**config.mk**
```make
export PLATFORM = sky130hd
export DESIGN_NAME = ex_controller
export DESIGN_NICKNAME = d
export VERILOG_FILES = /design/src/ex_ctrl_pkg.sv /design/src/ex_address_gen.sv /design/src/ex_controller.sv /design/src/ex_loop_counters.sv /design/src/ex_row_sequencer.sv
export SDC_FILE = /design/constraint.sdc
export NUM_CORES = 1
export LEC_CHECK = 0
export BUFFER_PORTS_ARGS = -buffer_cell sky130_fd_sc_hd__buf_2
export CORE_ASPECT_RATIO = 1.75
export CORE_MARGIN = 2
export CORE_UTILIZATION = 54
export DETAILED_ROUTE_END_ITERATION = 16
export MAX_ROUTING_LAYER = met4
export PLACE_DENSITY_LB_ADDON = 0.25
export SLEW_MARGIN = 20
export SYNTH_ARGS = -nofsm -noshare
export SYNTH_HDL_FRONTEND = slang
export SYNTH_SLANG_ARGS = --single-unit
```
**constraint.sdc**
```tcl
create_clock -name clk -period 3 [get_ports clk]
set_input_delay 0.15 -clock clk [delete_from_list [all_inputs] [get_ports clk]]
set_output_delay 0.15 -clock clk [all_outputs]
set_load 0.03 [all_outputs]
```
**src/ex_ctrl_pkg.sv**
```systemverilog
`default_nettype none

package ex_ctrl_pkg;

    ////////////////////////////////////////////////////////////
    // job descriptor, handed over with the start pulse
    ////////////////////////////////////////////////////////////
    typedef struct packed {
        logic [9:0]  w_start_addr;   // first weight word of the layer
        logic [3:0]  channel_groups; // input channels / 16
        logic [5:0]  filter_groups;  // filters / 16
        logic [13:0] window_size;    // pixels per window, up to 112*112
        logic [1:0]  padding;        // 1 to 3 zero cycles per row side
        logic [6:0]  row_size;       // pixels per row, up to 112
    } ex_cfg_t;

    ////////////////////////////////////////////////////////////
    // loop position flags
    ////////////////////////////////////////////////////////////
    typedef struct packed {
        logic channel_last; // last channel group of the pixel
        logic pixel_done;   // last channel read of a pixel
        logic window_done;  // last read of the window
        logic row_done;     // last read of the row or window
        logic job_done;     // last read of the whole job
    } loop_status_t;

    // read request towards weight and data memories
    typedef struct packed {
        logic [9:0]  weight_addr;
        logic [13:0] data_addr;
        logic        read_en; // one enable serves both memories
    } mem_req_t;

    // row framing FSM
    typedef enum logic [1:0] {
        ST_IDLE      = 2'b00,
        ST_PAD_LEFT  = 2'b01,
        ST_LOAD_ROW  = 2'b10,
        ST_PAD_RIGHT = 2'b11
    } ex_state_e;

endpackage

`default_nettype wire

```
**src/ex_address_gen.sv**
```systemverilog
`timescale 1ns/1ps
`default_nettype none

module ex_address_gen
    import ex_ctrl_pkg::*;
#(
    parameter int W_ADDR_W = 10,
    parameter int D_ADDR_W = 14,
    parameter int CH_W     = 4
)
(
    input  wire                  clk,
    input  wire                  rst,
    input  wire ex_cfg_t         cfg_q,
    input  wire                  job_start,
    input  wire                  loading,
    input  wire loop_status_t    status,
    input  wire [CH_W-1:0]       channel_idx,
    output mem_req_t             mem_req
);

    logic [W_ADDR_W-1:0] w_base;   // first weight of the current filter group
    logic [D_ADDR_W-1:0] d_addr;   // channel * window_size + pixel
    logic [D_ADDR_W-1:0] px_base;  // pixel index of the current read

    ////////////////////////////////////////////////////////////
    // weight side
    ////////////////////////////////////////////////////////////
    always_ff @(posedge clk or negedge rst)
    begin
        if (!rst)
        begin
            w_base <= '0;
        end
        else if (job_start)
        begin
            w_base <= W_ADDR_W'(cfg_q.w_start_addr);
        end
        else if (status.window_done)
        begin
            w_base <= w_base + W_ADDR_W'(cfg_q.channel_groups);
        end
    end

    ////////////////////////////////////////////////////////////
    // data side, stepping by one window per channel group
    ////////////////////////////////////////////////////////////
    always_ff @(posedge clk or negedge rst)
    begin
        if (!rst)
        begin
            d_addr  <= '0;
            px_base <= '0;
        end
        else if (job_start)
        begin
            d_addr  <= '0;
            px_base <= '0;
        end
        else if (loading)
        begin
            if (status.window_done)
            begin
                d_addr  <= '0;
                px_base <= '0;
            end
            else if (status.pixel_done)
            begin
                d_addr  <= px_base + D_ADDR_W'(1);   // channel 0 of next pixel
                px_base <= px_base + D_ADDR_W'(1);
            end
            else
            begin
                d_addr <= d_addr + D_ADDR_W'(cfg_q.window_size);
            end
        end
    end

    assign mem_req.weight_addr = w_base + W_ADDR_W'(channel_idx);
    assign mem_req.data_addr   = d_addr;
    assign mem_req.read_en     = loading;

endmodule

`default_nettype wire

```
**src/ex_controller.sv**
```systemverilog
`timescale 1ns/1ps
`default_nettype none

module ex_controller
    import ex_ctrl_pkg::*;
#(
    parameter int W_ADDR_W = 10,
    parameter int D_ADDR_W = 14,
    parameter int CH_W     = 4,
    parameter int FLT_W    = 6,
    parameter int ROW_W    = 7
)
(
    input  wire          clk,
    input  wire          rst,
    input  wire          start,
    input  wire ex_cfg_t cfg,
    output mem_req_t     mem_req,
    output logic         mult_en,
    output logic         zero_fill,
    output logic         done
);

    ex_cfg_t         cfg_q;
    loop_status_t    status;
    logic            job_start;
    logic            loading;
    logic [CH_W-1:0] channel_idx;

    ////////////////////////////////////////////////////////////
    // framing FSM, loop counters, address generation
    ////////////////////////////////////////////////////////////
    ex_row_sequencer i_row_seq (
        .clk       (clk),
        .rst       (rst),
        .start     (start),
        .cfg       (cfg),
        .status    (status),
        .cfg_q     (cfg_q),
        .job_start (job_start),
        .loading   (loading),
        .mult_en   (mult_en),
        .zero_fill (zero_fill),
        .done      (done)
    );

    ex_loop_counters #(
        .CH_W     (CH_W),
        .D_ADDR_W (D_ADDR_W),
        .ROW_W    (ROW_W),
        .FLT_W    (FLT_W)
    ) i_loops (
        .clk         (clk),
        .rst         (rst),
        .cfg_q       (cfg_q),
        .job_start   (job_start),
        .loading     (loading),
        .status      (status),
        .channel_idx (channel_idx)
    );

    ex_address_gen #(
        .W_ADDR_W (W_ADDR_W),
        .D_ADDR_W (D_ADDR_W),
        .CH_W     (CH_W)
    ) i_addr (
        .clk         (clk),
        .rst         (rst),
        .cfg_q       (cfg_q),
        .job_start   (job_start),
        .loading     (loading),
        .status      (status),
        .channel_idx (channel_idx),
        .mem_req     (mem_req)
    );

endmodule

`default_nettype wire

```
**src/ex_loop_counters.sv**
```systemverilog
`timescale 1ns/1ps
`default_nettype none

module ex_loop_counters
    import ex_ctrl_pkg::*;
#(
    parameter int CH_W     = 4,
    parameter int D_ADDR_W = 14,
    parameter int ROW_W    = 7,
    parameter int FLT_W    = 6
)
(
    input  wire            clk,
    input  wire            rst,
    input  wire ex_cfg_t   cfg_q,
    input  wire            job_start,
    input  wire            loading,
    output loop_status_t   status,
    output logic [CH_W-1:0] channel_idx
);

    logic [CH_W-1:0]     ch_cnt;
    logic [D_ADDR_W-1:0] pix_cnt;  // pixel within the window
    logic [ROW_W-1:0]    row_cnt;  // pixel within the row
    logic [FLT_W-1:0]    flt_cnt;

    logic [CH_W-1:0]     ch_max;
    logic [D_ADDR_W-1:0] pix_max;
    logic [ROW_W-1:0]    row_max;
    logic [FLT_W-1:0]    flt_max;

    assign ch_max  = CH_W'(cfg_q.channel_groups) - CH_W'(1);
    assign pix_max = D_ADDR_W'(cfg_q.window_size) - D_ADDR_W'(1);
    assign row_max = ROW_W'(cfg_q.row_size) - ROW_W'(1);
    assign flt_max = FLT_W'(cfg_q.filter_groups) - FLT_W'(1);

    ////////////////////////////////////////////////////////////
    // end-of-loop flags, purely from the current counts
    ////////////////////////////////////////////////////////////
    always_comb
    begin
        status.channel_last = (ch_cnt == ch_max);
        status.pixel_done   = status.channel_last && loading;
        status.window_done  = status.pixel_done && (pix_cnt == pix_max);
        // a row also ends early where the window runs out
        status.row_done     = (status.pixel_done && (row_cnt == row_max))
                            || status.window_done;
        status.job_done     = status.window_done && (flt_cnt == flt_max);
    end

    assign channel_idx = ch_cnt;

    ////////////////////////////////////////////////////////////
    // counters, all stepping on the same edge
    ////////////////////////////////////////////////////////////
    always_ff @(posedge clk or negedge rst)
    begin
        if (!rst)
        begin
            ch_cnt  <= '0;
            pix_cnt <= '0;
            row_cnt <= '0;
            flt_cnt <= '0;
        end
        else if (job_start)
        begin
            ch_cnt  <= '0;
            pix_cnt <= '0;
            row_cnt <= '0;
            flt_cnt <= '0;
        end
        else if (loading)
        begin
            // one channel group per read
            if (status.channel_last)
            begin
                ch_cnt <= '0;
            end
            else
            begin
                ch_cnt <= ch_cnt + CH_W'(1);
            end

            if (status.window_done)
            begin
                pix_cnt <= '0;
            end
            else if (status.pixel_done)
            begin
                pix_cnt <= pix_cnt + D_ADDR_W'(1);
            end

            if (status.row_done)
            begin
                row_cnt <= '0;
            end
            else if (status.pixel_done)
            begin
                row_cnt <= row_cnt + ROW_W'(1);
            end

            if (status.job_done)
            begin
                flt_cnt <= '0;
            end
            else if (status.window_done)
            begin
                flt_cnt <= flt_cnt + FLT_W'(1); // next filter group
            end
        end
    end

    a_ch_in_range: assert property (@(posedge clk) disable iff (!rst)
        loading |-> ch_cnt < CH_W'(cfg_q.channel_groups));

endmodule

`default_nettype wire

```
**src/ex_row_sequencer.sv**
```systemverilog
`timescale 1ns/1ps
`default_nettype none

module ex_row_sequencer
    import ex_ctrl_pkg::*;
(
    input  wire          clk,
    input  wire          rst,
    input  wire          start,
    input  wire ex_cfg_t cfg,
    input  wire loop_status_t status,
    output ex_cfg_t      cfg_q,
    output logic         job_start,
    output logic         loading,
    output logic         mult_en,
    output logic         zero_fill,
    output logic         done
);

    ex_state_e   state_q;
    ex_state_e   state_d;
    logic [1:0]  pad_cnt;
    logic        pad_last;
    logic        padding_st; // either padding state
    logic        take_job;

    // a new job is accepted only while idle
    assign take_job = (state_q == ST_IDLE) && start;

    always_ff @(posedge clk)
    begin
        if (take_job)
        begin
            cfg_q <= cfg;
        end
    end

    ////////////////////////////////////////////////////////////
    // state register and padding counter
    ////////////////////////////////////////////////////////////
    assign padding_st = (state_q == ST_PAD_LEFT) || (state_q == ST_PAD_RIGHT);
    assign pad_last   = (pad_cnt == cfg_q.padding - 2'd1);

    always_ff @(posedge clk or negedge rst)
    begin
        if (!rst)
        begin
            state_q   <= ST_IDLE;
            pad_cnt   <= 2'd0;
            job_start <= 1'b0;
            done      <= 1'b0;
            mult_en   <= 1'b0;
        end
        else
        begin
            state_q   <= state_d;
            job_start <= take_job; // first cycle of the left padding
            done      <= (state_q == ST_LOAD_ROW) && status.job_done;
            mult_en   <= loading;  // multiplier sees data one cycle later
            if (padding_st && !pad_last)
            begin
                pad_cnt <= pad_cnt + 2'd1;
            end
            else
            begin
                pad_cnt <= 2'd0;
            end
        end
    end

    always_comb
    begin
        state_d = state_q;
        case (state_q)
            ST_IDLE:      if (start) state_d = ST_PAD_LEFT;
            ST_PAD_LEFT:  if (pad_last) state_d = ST_LOAD_ROW;
            ST_LOAD_ROW:
            begin
                if (status.job_done)
                begin
                    state_d = ST_IDLE; // no right padding after the final pixel
                end
                else if (status.row_done)
                begin
                    state_d = ST_PAD_RIGHT;
                end
            end
            ST_PAD_RIGHT: if (pad_last) state_d = ST_PAD_LEFT;
            default:      state_d = ST_IDLE;
        endcase
    end

    assign loading   = (state_q == ST_LOAD_ROW);
    assign zero_fill = padding_st;

    // a padding of zero would give four pad cycles per side
    a_padding_nonzero: assert property (@(posedge clk) disable iff (!rst)
        job_start |-> cfg_q.padding != 2'd0);

    a_done_single: assert property (@(posedge clk) disable iff (!rst)
        done |=> !done);

    a_load_vs_fill: assert property (@(posedge clk) disable iff (!rst)
        !(loading && zero_fill));

endmodule

`default_nettype wire

```
==> results of run 1 <==
[registers in the layout, summed over array words and instances (netlist names), 2 cells and up]
signal,cells
i_addr.d_addr,14
i_loops.pix_cnt,14
i_addr.px_base,14
i_addr.w_base,10
i_loops.row_cnt,7
i_loops.channel_idx,4
i_row_seq.state_q,2
i_row_seq.cfg_q,43
i_loops.flt_cnt,6
i_row_seq.pad_cnt,2
[placed cells by master, fill, tap and decap left out, types with 5 or more instances in the layout]
cell type / instances
a211oi_1: 7
a21o_1: 10
a21oi_1: 26
a31oi_1: 29
and3_1: 9
buf_2: 72
buf_4: 48
buf_6: 8
bufinv_16: 6
clkbuf_16: 17
dfrtp_1: 76
dlygate4sd3_1: 44
edfxtp_1: 43
ha_1: 33
inv_1: 35
mux2i_1: 11
nand2_1: 53
nand2b_1: 6
nand3_1: 30
nand3b_1: 5
nand4_1: 10
nor2_1: 56
nor3_1: 19
o21a_1: 5
o21ai_0: 14
o21ai_1: 12
o31ai_1: 20
or3_1: 10
or4_1: 11
xnor2_1: 60
xor2_1: 24
[power by group through the flow]
stage,Clock (mW),Sequential [mW],Combinational (mW)
after global placement,0,1.72,0.0492
after CTS,2.33,1.69,0.0944
after global routing,2.42,1.69,0.105
after detailed placement,0,1.72,0.0503
after floorplan,0,1.72,0.00000181
final,2.31,1.69,0.0944
[worst min-delay path by stage]
| stage | slack, ns | cells past startpoint | end | startpoint |
|---|---|---|---|---|
| 3_3_place_gp | 0.33 | 1 | i_row_seq.cfg_q[22]$_DFFE_PP_ | cfg[22] |
| 5_1_grt | 0.20 | 4 | i_row_seq.state_q[0]$_DFFE_PN0P_ | start |
| 4_1_cts | 0.15 | 4 | i_row_seq.state_q[0]$_DFFE_PN0P_ | start |
| 6_report | 0.16 | 4 | i_row_seq.state_q[0]$_DFFE_PN0P_ | start |
| 2_1_floorplan | -0.15 | 0 | i_addr.d_addr[0]$_DFFE_PN0P_ | rst |
| 3_5_place_dp | 0.33 | 1 | i_row_seq.cfg_q[21]$_DFFE_PP_ | cfg[21] |
[area by class of cell]
| class | count | area, um2 | share of cell area |
|---|---|---|---|
| Clock inverter | 14 | 229 | 0.0242 |
| Clock buffer | 18 | 439 | 0.0465 |
| Inverter | 36 | 135 | 0.0143 |
| Tap cell | 174 | 218 | 0.0230 |
| Sequential cell | 119 | 3190 | 0.338 |
| Timing Repair Buffer | 172 | 1250 | 0.132 |
| Multi-Input combinational cell | 543 | 3990 | 0.422 |
[worst register-to-register path, stage by stage, from the launching register on]
cell and delay (ns):
edfxtp_1 0.40, or4_4 0.55, o21a_1 0.21, or4_4 0.52
a21o_1 0.21, o41a_1 0.42, buf_6 0.16, a31o_1 0.22
a32o_2 0.21
[cells by family after synthesis]
logic type | share of synthesized area
DFF | 0.441
and+or+nand+nor | 0.179
muxes | 0.0168
adders and majority gates | 0.0670
buffers and inverters | 0.0378
AOI/OAI and AO/OA | 0.153
xor gates and xnor gates | 0.106
[timing repair]
| action | 4_1_cts | 5_1_grt |
|---|---|---|
| endpoints found under the setup margin | 35 | 51 |
| endpoints found under the hold margin | 119 | 0 |
| buffers inserted | 4 | 6 |
| hold buffers | 44 | 0 |
| gates cloned | 0 | 1 |
| resized for setup | 12 | 24 |
| pin swaps | 9 | 12 |
[metal layers]
layer / vias up / global-route usage / routed length [um]
met5: - / - / 0
met4: 0 / 0.140 / 813
met3: 51 / 0.0388 / 681
met2: 180 / 0.493 / 9980
met1: 3028 / 0.290 / 7150
li1: 2991 / - / -
[per-stage QoR]
step	power (mW)	setup TNS [ns]	area, um2	std cells	utilization
final	4.09	-0.0601	9450	1076	0.714
after CTS	4.11	-0.168	9270	1069	0.700
after global routing	4.21	-1.72	9450	1076	0.714
after floorplan	1.72	0	7250	727	-
after detailed placement	1.77	-1.32	8060	989	0.608
after global placement	1.77	-0.144	8060	989	0.608
==> qor.txt, run 1 <==
Run status - finished, violations left
Violated checks - negative setup slack
Number of global-route vias before repair - 6425
Cell area power density - 433 nW/um2
Final critical-path required period - 3.02 ns
Sw Pwr - 774 uW
Number of maximum-capacitance violations - 0
VDD IR max - 0.331 mV
Worst Reg2Reg Path Length in Cells - 8
Clock tree from TritonCTS - built
Cell area after technology mapping - 7240 um2
Overall track demand over capacity in global routing - 0.274
Critical path launch point type - register
Class of the most critical setup path - register to register
Switch share - 0.189
Vertical die dimension - 157 um
I/O pin total - 74
Total iterations of the first detailed-routing run - 6
Clock power share - 0.565
Final-report max-slew violation count - 0
Final-report hold violation count - 0
IO Port Bufs - 73
Critical Path Sink Type - register
Drt first-iter violations - 330
FFs w/ async S/R, synth - 0.639
Top flip-flop cell by instance count after synthesis - dfrtp_1
Worst-case setup margin in the final layout - -0.0201 ns
Number of synthesized register bits - 119
Top achievable clock speed - 331 MHz
Startpoint of the lowest-slack register-to-register path - i_row_seq.cfg_q[12]$_DFFE_PP_
Number of synthesized flops with an enable pin - 43
Setup Viol. Count Final - 5
Clock tree skew after final layout - 0.00915 ns
Proportion of synthesized chip area in sequential cells - 0.441
Cell taking the most area after synthesis - dfrtp_1
Worst reg2reg path endpoint - i_addr.px_base[3]$_DFFE_PN0P_
Static Leak - 4.08 nW
Cell type of the slowest stage on the worst timing path - or4_4
Number of buffers on the longest clock path - 2
Post-DP HPWL - 13000 um
Fraction of final layout cells with drive strength greater than 1 - 0.225
Worst min-delay path category - primary input to register
Total number of yosys warnings - 0
Antenna violations before repair - 0
Critical path data required time - 3.30 ns
Number of H-tree levels - 4
Vias per inst - 5.81
Final net count - 972
Latest clock arrival within the worst-skew pair - 0.42 ns
Synth area leaders - dfrtp_1 (26%), edfxtp_1 (18%), xnor2_1 (7.4%), ha_1 (5.9%), nor2_1 (3.0%)
Unrepaired setup endpoints after global routing - true
Worst Path Buf+Inv - 1
Effective utilization at floorplan - 0.547
Delay of the slowest cell on the worst path - 0.55 ns
Count of antenna diodes in the layout - 0
Fillers - 938
Post-synth cell types - 69
Cell occurring most often along the worst timing path - or4_4
Global-route wire length before repair - 30000 um
Die area - 14400 um2
Slack of the worst reg-to-reg path - -0.02 ns
Via Count - 6250
TritonCTS Buffers - 17
Area growth, synth to finish - 30.5%
Share of power burned in combinational logic - 0.023
Gr ovfl total - 0
Largest net degree at the start of global routing - 77
Routed wire per std cell - 17.3 um
Biggest fanout along the worst timing path - 8
Post-detailed-route DRC marker count - 0
Worst Setup EP - i_addr.px_base[3]$_DFFE_PN0P_
Fraction of synthesized cell area taken by the top area cell type - 0.263
Synthesized netlist net count - 810
Worst slew margin relative to its limit - 0.330
Clock slew seen by the registers of the worst setup and hold paths - 0.05 ns
Library cell with the highest instance count after synthesis - dfrtp_1
Remaining antenna violation count - 0
Detailed Route WL - 18600 um
Gpl congestion - 0.903
Kind of cell with the highest combined delay on the critical path - compound AO/OA/AOI/OAI gates
Die width - 91.6 um
Share of power burned in registers - 0.412
Syn Inst Count - 727
Sequence of cells on the critical path - or4_4 > o21a_1 > or4_4 > a21o_1 > o41a_1 > buf_6 > a31o_1 > a32o_2
Crit path from - i_row_seq.cfg_q[12]$_DFFE_PP_
Share of the clock period used by the worst path - 1.01
Cell internal power dissipation - 3.32 mW
Most used standard cells in the synthesized netlist - dfrtp_1 (76), xnor2_1 (61), nor2_1 (57)
Final hold slack - 0.160 ns
TritonCTS Sinks - 119
Buffer type at the clock tree root - clkbuf_16
Synthesized area per cell - 9.96 um2
Number of logic stages on the critical path including buffering - 8
Actual transition at the worst max-transition pin - 0.996 ns
Cell row count - 56
Worst slack, placed - -0.148 ns
Critical path arrival - 3.32 ns
Floorplan core area - 13200 um2
(Power assumes the default switching activity.)
==> run 2, diff against run 1 <==
CORE_ASPECT_RATIO = 1.1   (was 1.75)
==> run 2 against run 1 <==
Net effect:
- the run still ends with negative setup slack left
- power decreased by 9.1%
- register-to-register slack barely moved
- via count fell by 0.86%
- clock skew fell by 0.0010 ns
- critical path depth did not move
- design area decreased by 2.1%
- final cell count decreased by 2.0%
- maximum frequency hardly changed
- combinational power is essentially flat
==> qor.txt, run 2 (synthesis gave the netlist of run 1 again) <==
TritonCTS Buffers - 17 (unchanged)
Floorplan core area - 13200 um2 (-0.64%)
Run status - finished, violations left
IO Port Bufs - 73 (unchanged)
Critical path data required time - 3.31 ns (about the same)
Top achievable clock speed - 331 MHz (about the same)
Latest clock arrival within the worst-skew pair - 0.42 ns (about the same)
Critical path launch point type - register
Total iterations of the first detailed-routing run - 6 (unchanged)
Final critical-path required period - 3.02 ns (+0.000250 ns)
Largest net degree at the start of global routing - 77 (unchanged)
Drt first-iter violations - 366 (+11%)
I/O pin total - 74 (unchanged)
Share of the clock period used by the worst path - 1.01 (about the same)
Cell internal power dissipation - 2.96 mW (-11%)
Vias per inst - 5.88 (+1.2%)
Most common library cell in the layout ignoring fill and taps - dfrtp_1
VDD IR max - 0.398 mV (+20%)
Violated checks - negative setup slack
Number of flip-flops in the largest register - 43 (unchanged)
Final net count - 963 (-0.93%)
Unrepaired setup endpoints after global routing - true
Sw Pwr - 752 uW (-2.9%)
Fillers - 989 (+5.4%)
Antenna violations before repair - 0 (unchanged)
Storage element area - 3190 um2 (unchanged)
TritonCTS Sinks - 119 (unchanged)
Number of H-tree levels - 4 (unchanged)
Class of the most critical setup path - register to register
Biggest fanout along the worst timing path - 16 (+8)
Critical Path Sink Type - register
Fin cells - 1054 (-2.0%)
Global-route wire length before repair - 29900 um (-0.48%)
Power, Total - 3.72 mW (-9.1%)
Clock tree skew after final layout - 0.00814 ns (-0.00101 ns)
Post-DP HPWL - 12500 um (-3.6%)
Detailed Route WL - 18600 um (-0.19%)
Worst min-delay path category - primary input to register
Remaining antenna violation count - 0 (unchanged)
Gr ovfl total - 0 (unchanged)
Multi-input combinational cell area - 3950 um2 (-1.1%)
Number of maximum-capacitance violations - 0 (unchanged)
Gpl congestion - 0.905 (+0.28%)
Count of antenna diodes in the layout - 0 (unchanged)
Final-report max-slew violation count - 0 (unchanged)
Post-detailed-route DRC marker count - 0 (unchanged)
Static Leak - 3.99 nW (-2.3%)
Crit path from - i_row_seq.cfg_q[12]$_DFFE_PP_
Clock tree from TritonCTS - built
Via Count - 6196 (-0.86%)
Fraction of final layout cells with drive strength greater than 1 - 0.207 (-0.0179)
Area growth, synth to finish - 27.7%
Number of global-route vias before repair - 6160 (-4.1%)
Die width - 114 um (+25%)
Final core utilization - 0.703 (-0.0106)
Number of instances in the placed design - 968 (-2.1%)
Worst-case setup margin in the final layout - -0.0203 ns (-0.000250 ns)
Switch share - 0.202 (+0.0131)
Setup Viol. Count Final - 6 (+1)
Share of power burned in combinational logic - 0.025 (+0.002)
Number of buffers on the longest clock path - 2 (unchanged)
Startpoint of the lowest-slack register-to-register path - i_row_seq.cfg_q[12]$_DFFE_PP_
Overall track demand over capacity in global routing - 0.273 (-0.000898)
Critical path arrival - 3.33 ns (about the same)
Final-layout setup total negative slack - -0.0687 ns (-0.00856 ns)
Buffer type at the clock tree root - clkbuf_16
Vertical die dimension - 125 um (-20%)
Most flop-heavy register - i_row_seq.cfg_q
Routed wire per std cell - 17.6 um (+1.9%)
Die area - 14400 um2 (-0.25%)
Cell area power density - 402 nW/um2 (-7.2%)
Final hold slack - 0.0981 ns (-0.0616 ns)
Cell row count - 44 (-21%)
Clock power share - 0.520 (-0.045)
Highest-count cells in the layout ignoring fill and taps - dfrtp_1 (76), buf_2 (72), xnor2_1 (61), nor2_1 (56), nand2_1 (56)
Final-report hold violation count - 0 (unchanged)
Worst slew margin relative to its limit - 0.518 (+0.188)
Share of power burned in registers - 0.454 (+0.042)
Effective utilization at floorplan - 0.551 (+0.00354)
Clock slew seen by the registers of the worst setup and hold paths - 0.05 ns (about the same)
Hold path startpoint - start
Actual transition at the worst max-transition pin - 0.723 ns (-0.273 ns)
## run 2: changes by cell type in the layout (fill, tap and decap cells not counted), sizes merged
| cell | change |
|---|---|
| clkinv | -3 |
| inv | +2 |
| clkbuf | +7 |
| buf | -10 |
| bufinv | -5 |
## run 2: path summary, 6_finish.rpt
path / end / slack [ns] / cells after the start
setup / recovery: i_addr.px_base[3]$_DFFE_PN0P_ / -0.02 / 8
hold / removal: i_row_seq.state_q[0]$_DFFE_PN0P_ / 0.1 / 4
setup reg to reg: i_addr.px_base[3]$_DFFE_PN0P_ / -0.02 / 8
hold reg to reg: i_addr.w_base[2]$_DFFE_PN0P_ / 0.46 / 2
max in group asynchronous: i_loops.pix_cnt[10]$_DFFE_PN0P_ / 2.17 / 2
min in group asynchronous: i_loops.pix_cnt[4]$_DFFE_PN0P_ / 0.31 / 2
## run 2: power groups by stage
stage               Sequential (mW)  Combinational (mW)  Clock (mW)
floorplan                      1.72          0.00000181           0
global placement               1.72              0.0481           0
detailed placement             1.72              0.0502           0
CTS                            1.69              0.0935        1.96
global route                   1.69               0.105        2.03
finish                         1.69              0.0947        1.93
## run 2: routing by layer
metal  up-vias  share of wire  GRT usage
li1       2985              -          -
met1      2980           0.42      0.335
met2       181           0.50      0.429
met3        50          0.045     0.0591
met4         0          0.034      0.128
met5         -              0          -
## run 2: timing repair
action	4_1_cts	5_1_grt
buffers inserted	0	8
endpoints found under the setup margin	17	46
gates resized for setup	4	21
hold buffers	44	0
endpoints found under the hold margin	119	0
pin swaps	1	10
gates cloned	0	2
## run 2: final cells by class
cell class              count  share of cell area
repair buffers            163               0.131
well taps                 161              0.0218
inverters                  36              0.0146
clock inverters             8             0.00757
clock buffers              24              0.0531
flip-flops and latches    119               0.345
multi-input cells         543               0.426
## run 2: stage by stage
step	worst slack, ns	area, um2
floorplan	0.0244	7250
global placement	0.0454	8010
detailed placement	-0.0762	8010
CTS	-0.0335	9030
global route	-0.0818	9250
finish	-0.0203	9250
## run 2: critical path, stage by stage, from the launching register on
cell and delay, ns:
edfxtp_1 0.39, or4_4 0.60, o21a_1 0.22, or4_4 0.51, a21o_1 0.21, o41a_1 0.37
buf_4 0.17, clkbuf_16 0.17, a32o_1 0.25
==> run 3, diff against run 2 <==
TNS_END_PERCENT = 1   (was unset)
==> run 3 against run 2 <==
Net effect:
- the run still ends with negative setup slack left
- clock-buffer cell count increased by 5
- critical path depth unchanged
- via count decreased by 0.66%
- first-iteration DRC count increased by 31%
- final cell count decreased by 0.95%
- die area unchanged
- largest cell class unchanged
==> qor.txt, run 3 (synthesis gave the netlist of run 1 again) <==
Run status - finished, violations left
Violated checks - negative setup slack
Remaining antenna violation count - 0 (unchanged)
Floorplan core area - 13200 um2 (unchanged)
Final critical-path required period - 3.03 ns (+0.0109 ns)
Final-report hold violation count - 0 (unchanged)
Number of global-route vias before repair - 6155 (-0.081%)
Drt first-iter violations - 478 (+31%)
Cell row count - 44 (unchanged)
Cell area power density - 407 nW/um2 (+1.4%)
Top achievable clock speed - 330 MHz (-0.36%)
Critical path arrival - 3.33 ns (about the same)
Post-detailed-route DRC marker count - 0 (unchanged)
Number of maximum-capacitance violations - 0 (unchanged)
Fin cells - 1044 (-0.95%)
Routed wire per std cell - 17.0 um (-3.5%)
DP Area - 8000 um2 (about the same)
Static Leak - 3.87 nW (-2.8%)
Via Count - 6155 (-0.66%)
Most common library cell in the layout ignoring fill and taps - dfrtp_1
Fraction of final layout cells with drive strength greater than 1 - 0.185 (-0.0226)
Biggest fanout along the worst timing path - 32 (+16)
Gr ovfl total - 0 (unchanged)
TritonCTS Sinks - 119 (unchanged)
Final-layout setup total negative slack - -0.0724 ns (-0.00376 ns)
Post-DP HPWL - 12200 um (-2.4%)
Unrepaired setup endpoints after global routing - true
Total iterations of the first detailed-routing run - 5 (-1)
Clock power share - 0.515 (-0.005)
Number of flip-flops in the largest register - 43 (unchanged)
Actual transition at the worst max-transition pin - 0.717 ns (-0.00580 ns)
Fillers - 982 (-0.71%)
Global-route wire length before repair - 29800 um (-0.21%)
Worst-case setup margin in the final layout - -0.0312 ns (-0.0109 ns)
Number of instances in the placed design - 967 (-0.10%)
Vertical die dimension - 125 um (unchanged)
Largest net degree at the start of global routing - 77 (unchanged)
Die area - 14400 um2 (unchanged)
Final-report max-slew violation count - 0 (unchanged)
Vias per inst - 5.90 (+0.29%)
Final net count - 953 (-1.0%)
Number of H-tree levels - 4 (unchanged)
Class of the most critical setup path - register to register
Setup Viol. Count Final - 3 (-3)
VDD IR max - 0.340 mV (-15%)
I/O pin total - 74 (unchanged)
Buffer type at the clock tree root - clkbuf_16
Count of antenna diodes in the layout - 0 (unchanged)
Highest-count cells in the layout ignoring fill and taps - dfrtp_1 (76), buf_2 (72), xnor2_1 (61), nor2_1 (56), nand2_1 (56)
Clock tree from TritonCTS - built
Share of power burned in registers - 0.459 (+0.005)
Critical Path Sink Type - register
Sw Pwr - 727 uW (-3.3%)
Die width - 114 um (unchanged)
Area growth, synth to finish - 24.7%
Number of buffers on the longest clock path - 2 (unchanged)
Switch share - 0.198 (-0.00472)
Worst min-delay path category - primary input to register
Clock tree skew after final layout - 0.00642 ns (-0.00172 ns)
Critical path launch point type - register
Antenna violations before repair - 0 (unchanged)
Detailed Route WL - 17800 um (-4.4%)
Post-layout instance area - 9030 um2 (-2.4%)
IO Port Bufs - 73 (unchanged)
Clock slew seen by the registers of the worst setup and hold paths - 0.05 ns (about the same)
Gpl congestion - 0.875 (-3.3%)
Effective utilization at floorplan - 0.551 (unchanged)
Overall track demand over capacity in global routing - 0.271 (-0.00241)
Share of the clock period used by the worst path - 1.01 (+0.00363)
Latest clock arrival within the worst-skew pair - 0.42 ns (about the same)
Critical path data required time - 3.30 ns (about the same)
Cell internal power dissipation - 2.95 mW (-0.44%)
Most flop-heavy register - i_row_seq.cfg_q
Worst slew margin relative to its limit - 0.522 (+0.00387)
TritonCTS Buffers - 17 (unchanged)
Power, Total - 3.68 mW (-1.0%)
Share of power burned in combinational logic - 0.026 (about the same)
[run 3: timing repair]
action	in CTS	in global routing
hold endpoints to repair	119	0
hold buffers	44	0
buffers inserted	1	0
endpoints found under the setup margin	3	48
gates resized for setup	2	5
pin swaps	1	6
[run 3: critical path: stages (launching register included)]
cell      delay (ns)
edfxtp_1        0.38
or4_4           0.63
o21a_1          0.22
or4_4           0.51
a21o_1          0.20
o41a_1          0.36
buf_12          0.19
a31o_1          0.22
a32o_1          0.19
[run 3: area by class of cell]
| type | count | area, um2 | share of cell area |
|---|---|---|---|
| multi-input combinational | 542 | 3830 | 0.424 |
| sequential | 119 | 3190 | 0.353 |
| timing repair buffer | 154 | 1110 | 0.123 |
| clock buffer | 29 | 541 | 0.0598 |
| tap | 161 | 201 | 0.0223 |
| inverter | 36 | 135 | 0.0150 |
| clock inverter | 3 | 15.0 | 0.00166 |
[run 3: power by group through the flow]
stage / logic (mW) / clock network, mW / registers (mW)
2_1_floorplan: 0.00000181 / 0 / 1.72
3_3_place_gp: 0.0475 / 0 / 1.72
3_5_place_dp: 0.0502 / 0 / 1.72
4_1_cts: 0.0943 / 1.92 / 1.69
5_1_grt: 0.105 / 2.01 / 1.69
6_report: 0.0943 / 1.90 / 1.69
[run 3: through the flow]
stage               hold slack (ns)  utilization  worst slack, ns
floorplan                    -0.146            -         -0.00282
global placement              0.326        0.608           0.0298
detailed placement            0.328        0.608          -0.0298
CTS                           0.121        0.684          -0.0209
global route                  0.205        0.687           -0.118
finish                        0.160        0.687          -0.0312
[run 3: final timing paths]
| check | start | to | slack, ns | cells after the start |
|---|---|---|---|---|
| max | i_row_seq.cfg_q[12]$_DFFE_PP_ | i_addr.px_base[3]$_DFFE_PN0P_ | -0.03 | 8 |
| min | start | i_row_seq.state_q[0]$_DFFE_PN0P_ | 0.16 | 4 |
| max reg2reg | i_row_seq.cfg_q[12]$_DFFE_PP_ | i_addr.px_base[3]$_DFFE_PN0P_ | -0.03 | 8 |
| min reg2reg | i_row_seq.cfg_q[35]$_DFFE_PP_ | i_addr.w_base[2]$_DFFE_PN0P_ | 0.46 | 2 |
| max in group asynchronous | rst | i_addr.px_base[5]$_DFFE_PN0P_ | 2.18 | 2 |
| min in group asynchronous | rst | i_addr.d_addr[9]$_DFFE_PN0P_ | 0.33 | 2 |
[run 3: layer usage]
metal | vias to the layer above | global-route usage | share of wire
met3 | 41 | 0.0480 | 0.053
met1 | 2946 | 0.337 | 0.43
met2 | 209 | 0.422 | 0.48
met5 | - | - | 0
li1 | 2959 | - | -
met4 | 0 | 0.137 | 0.038
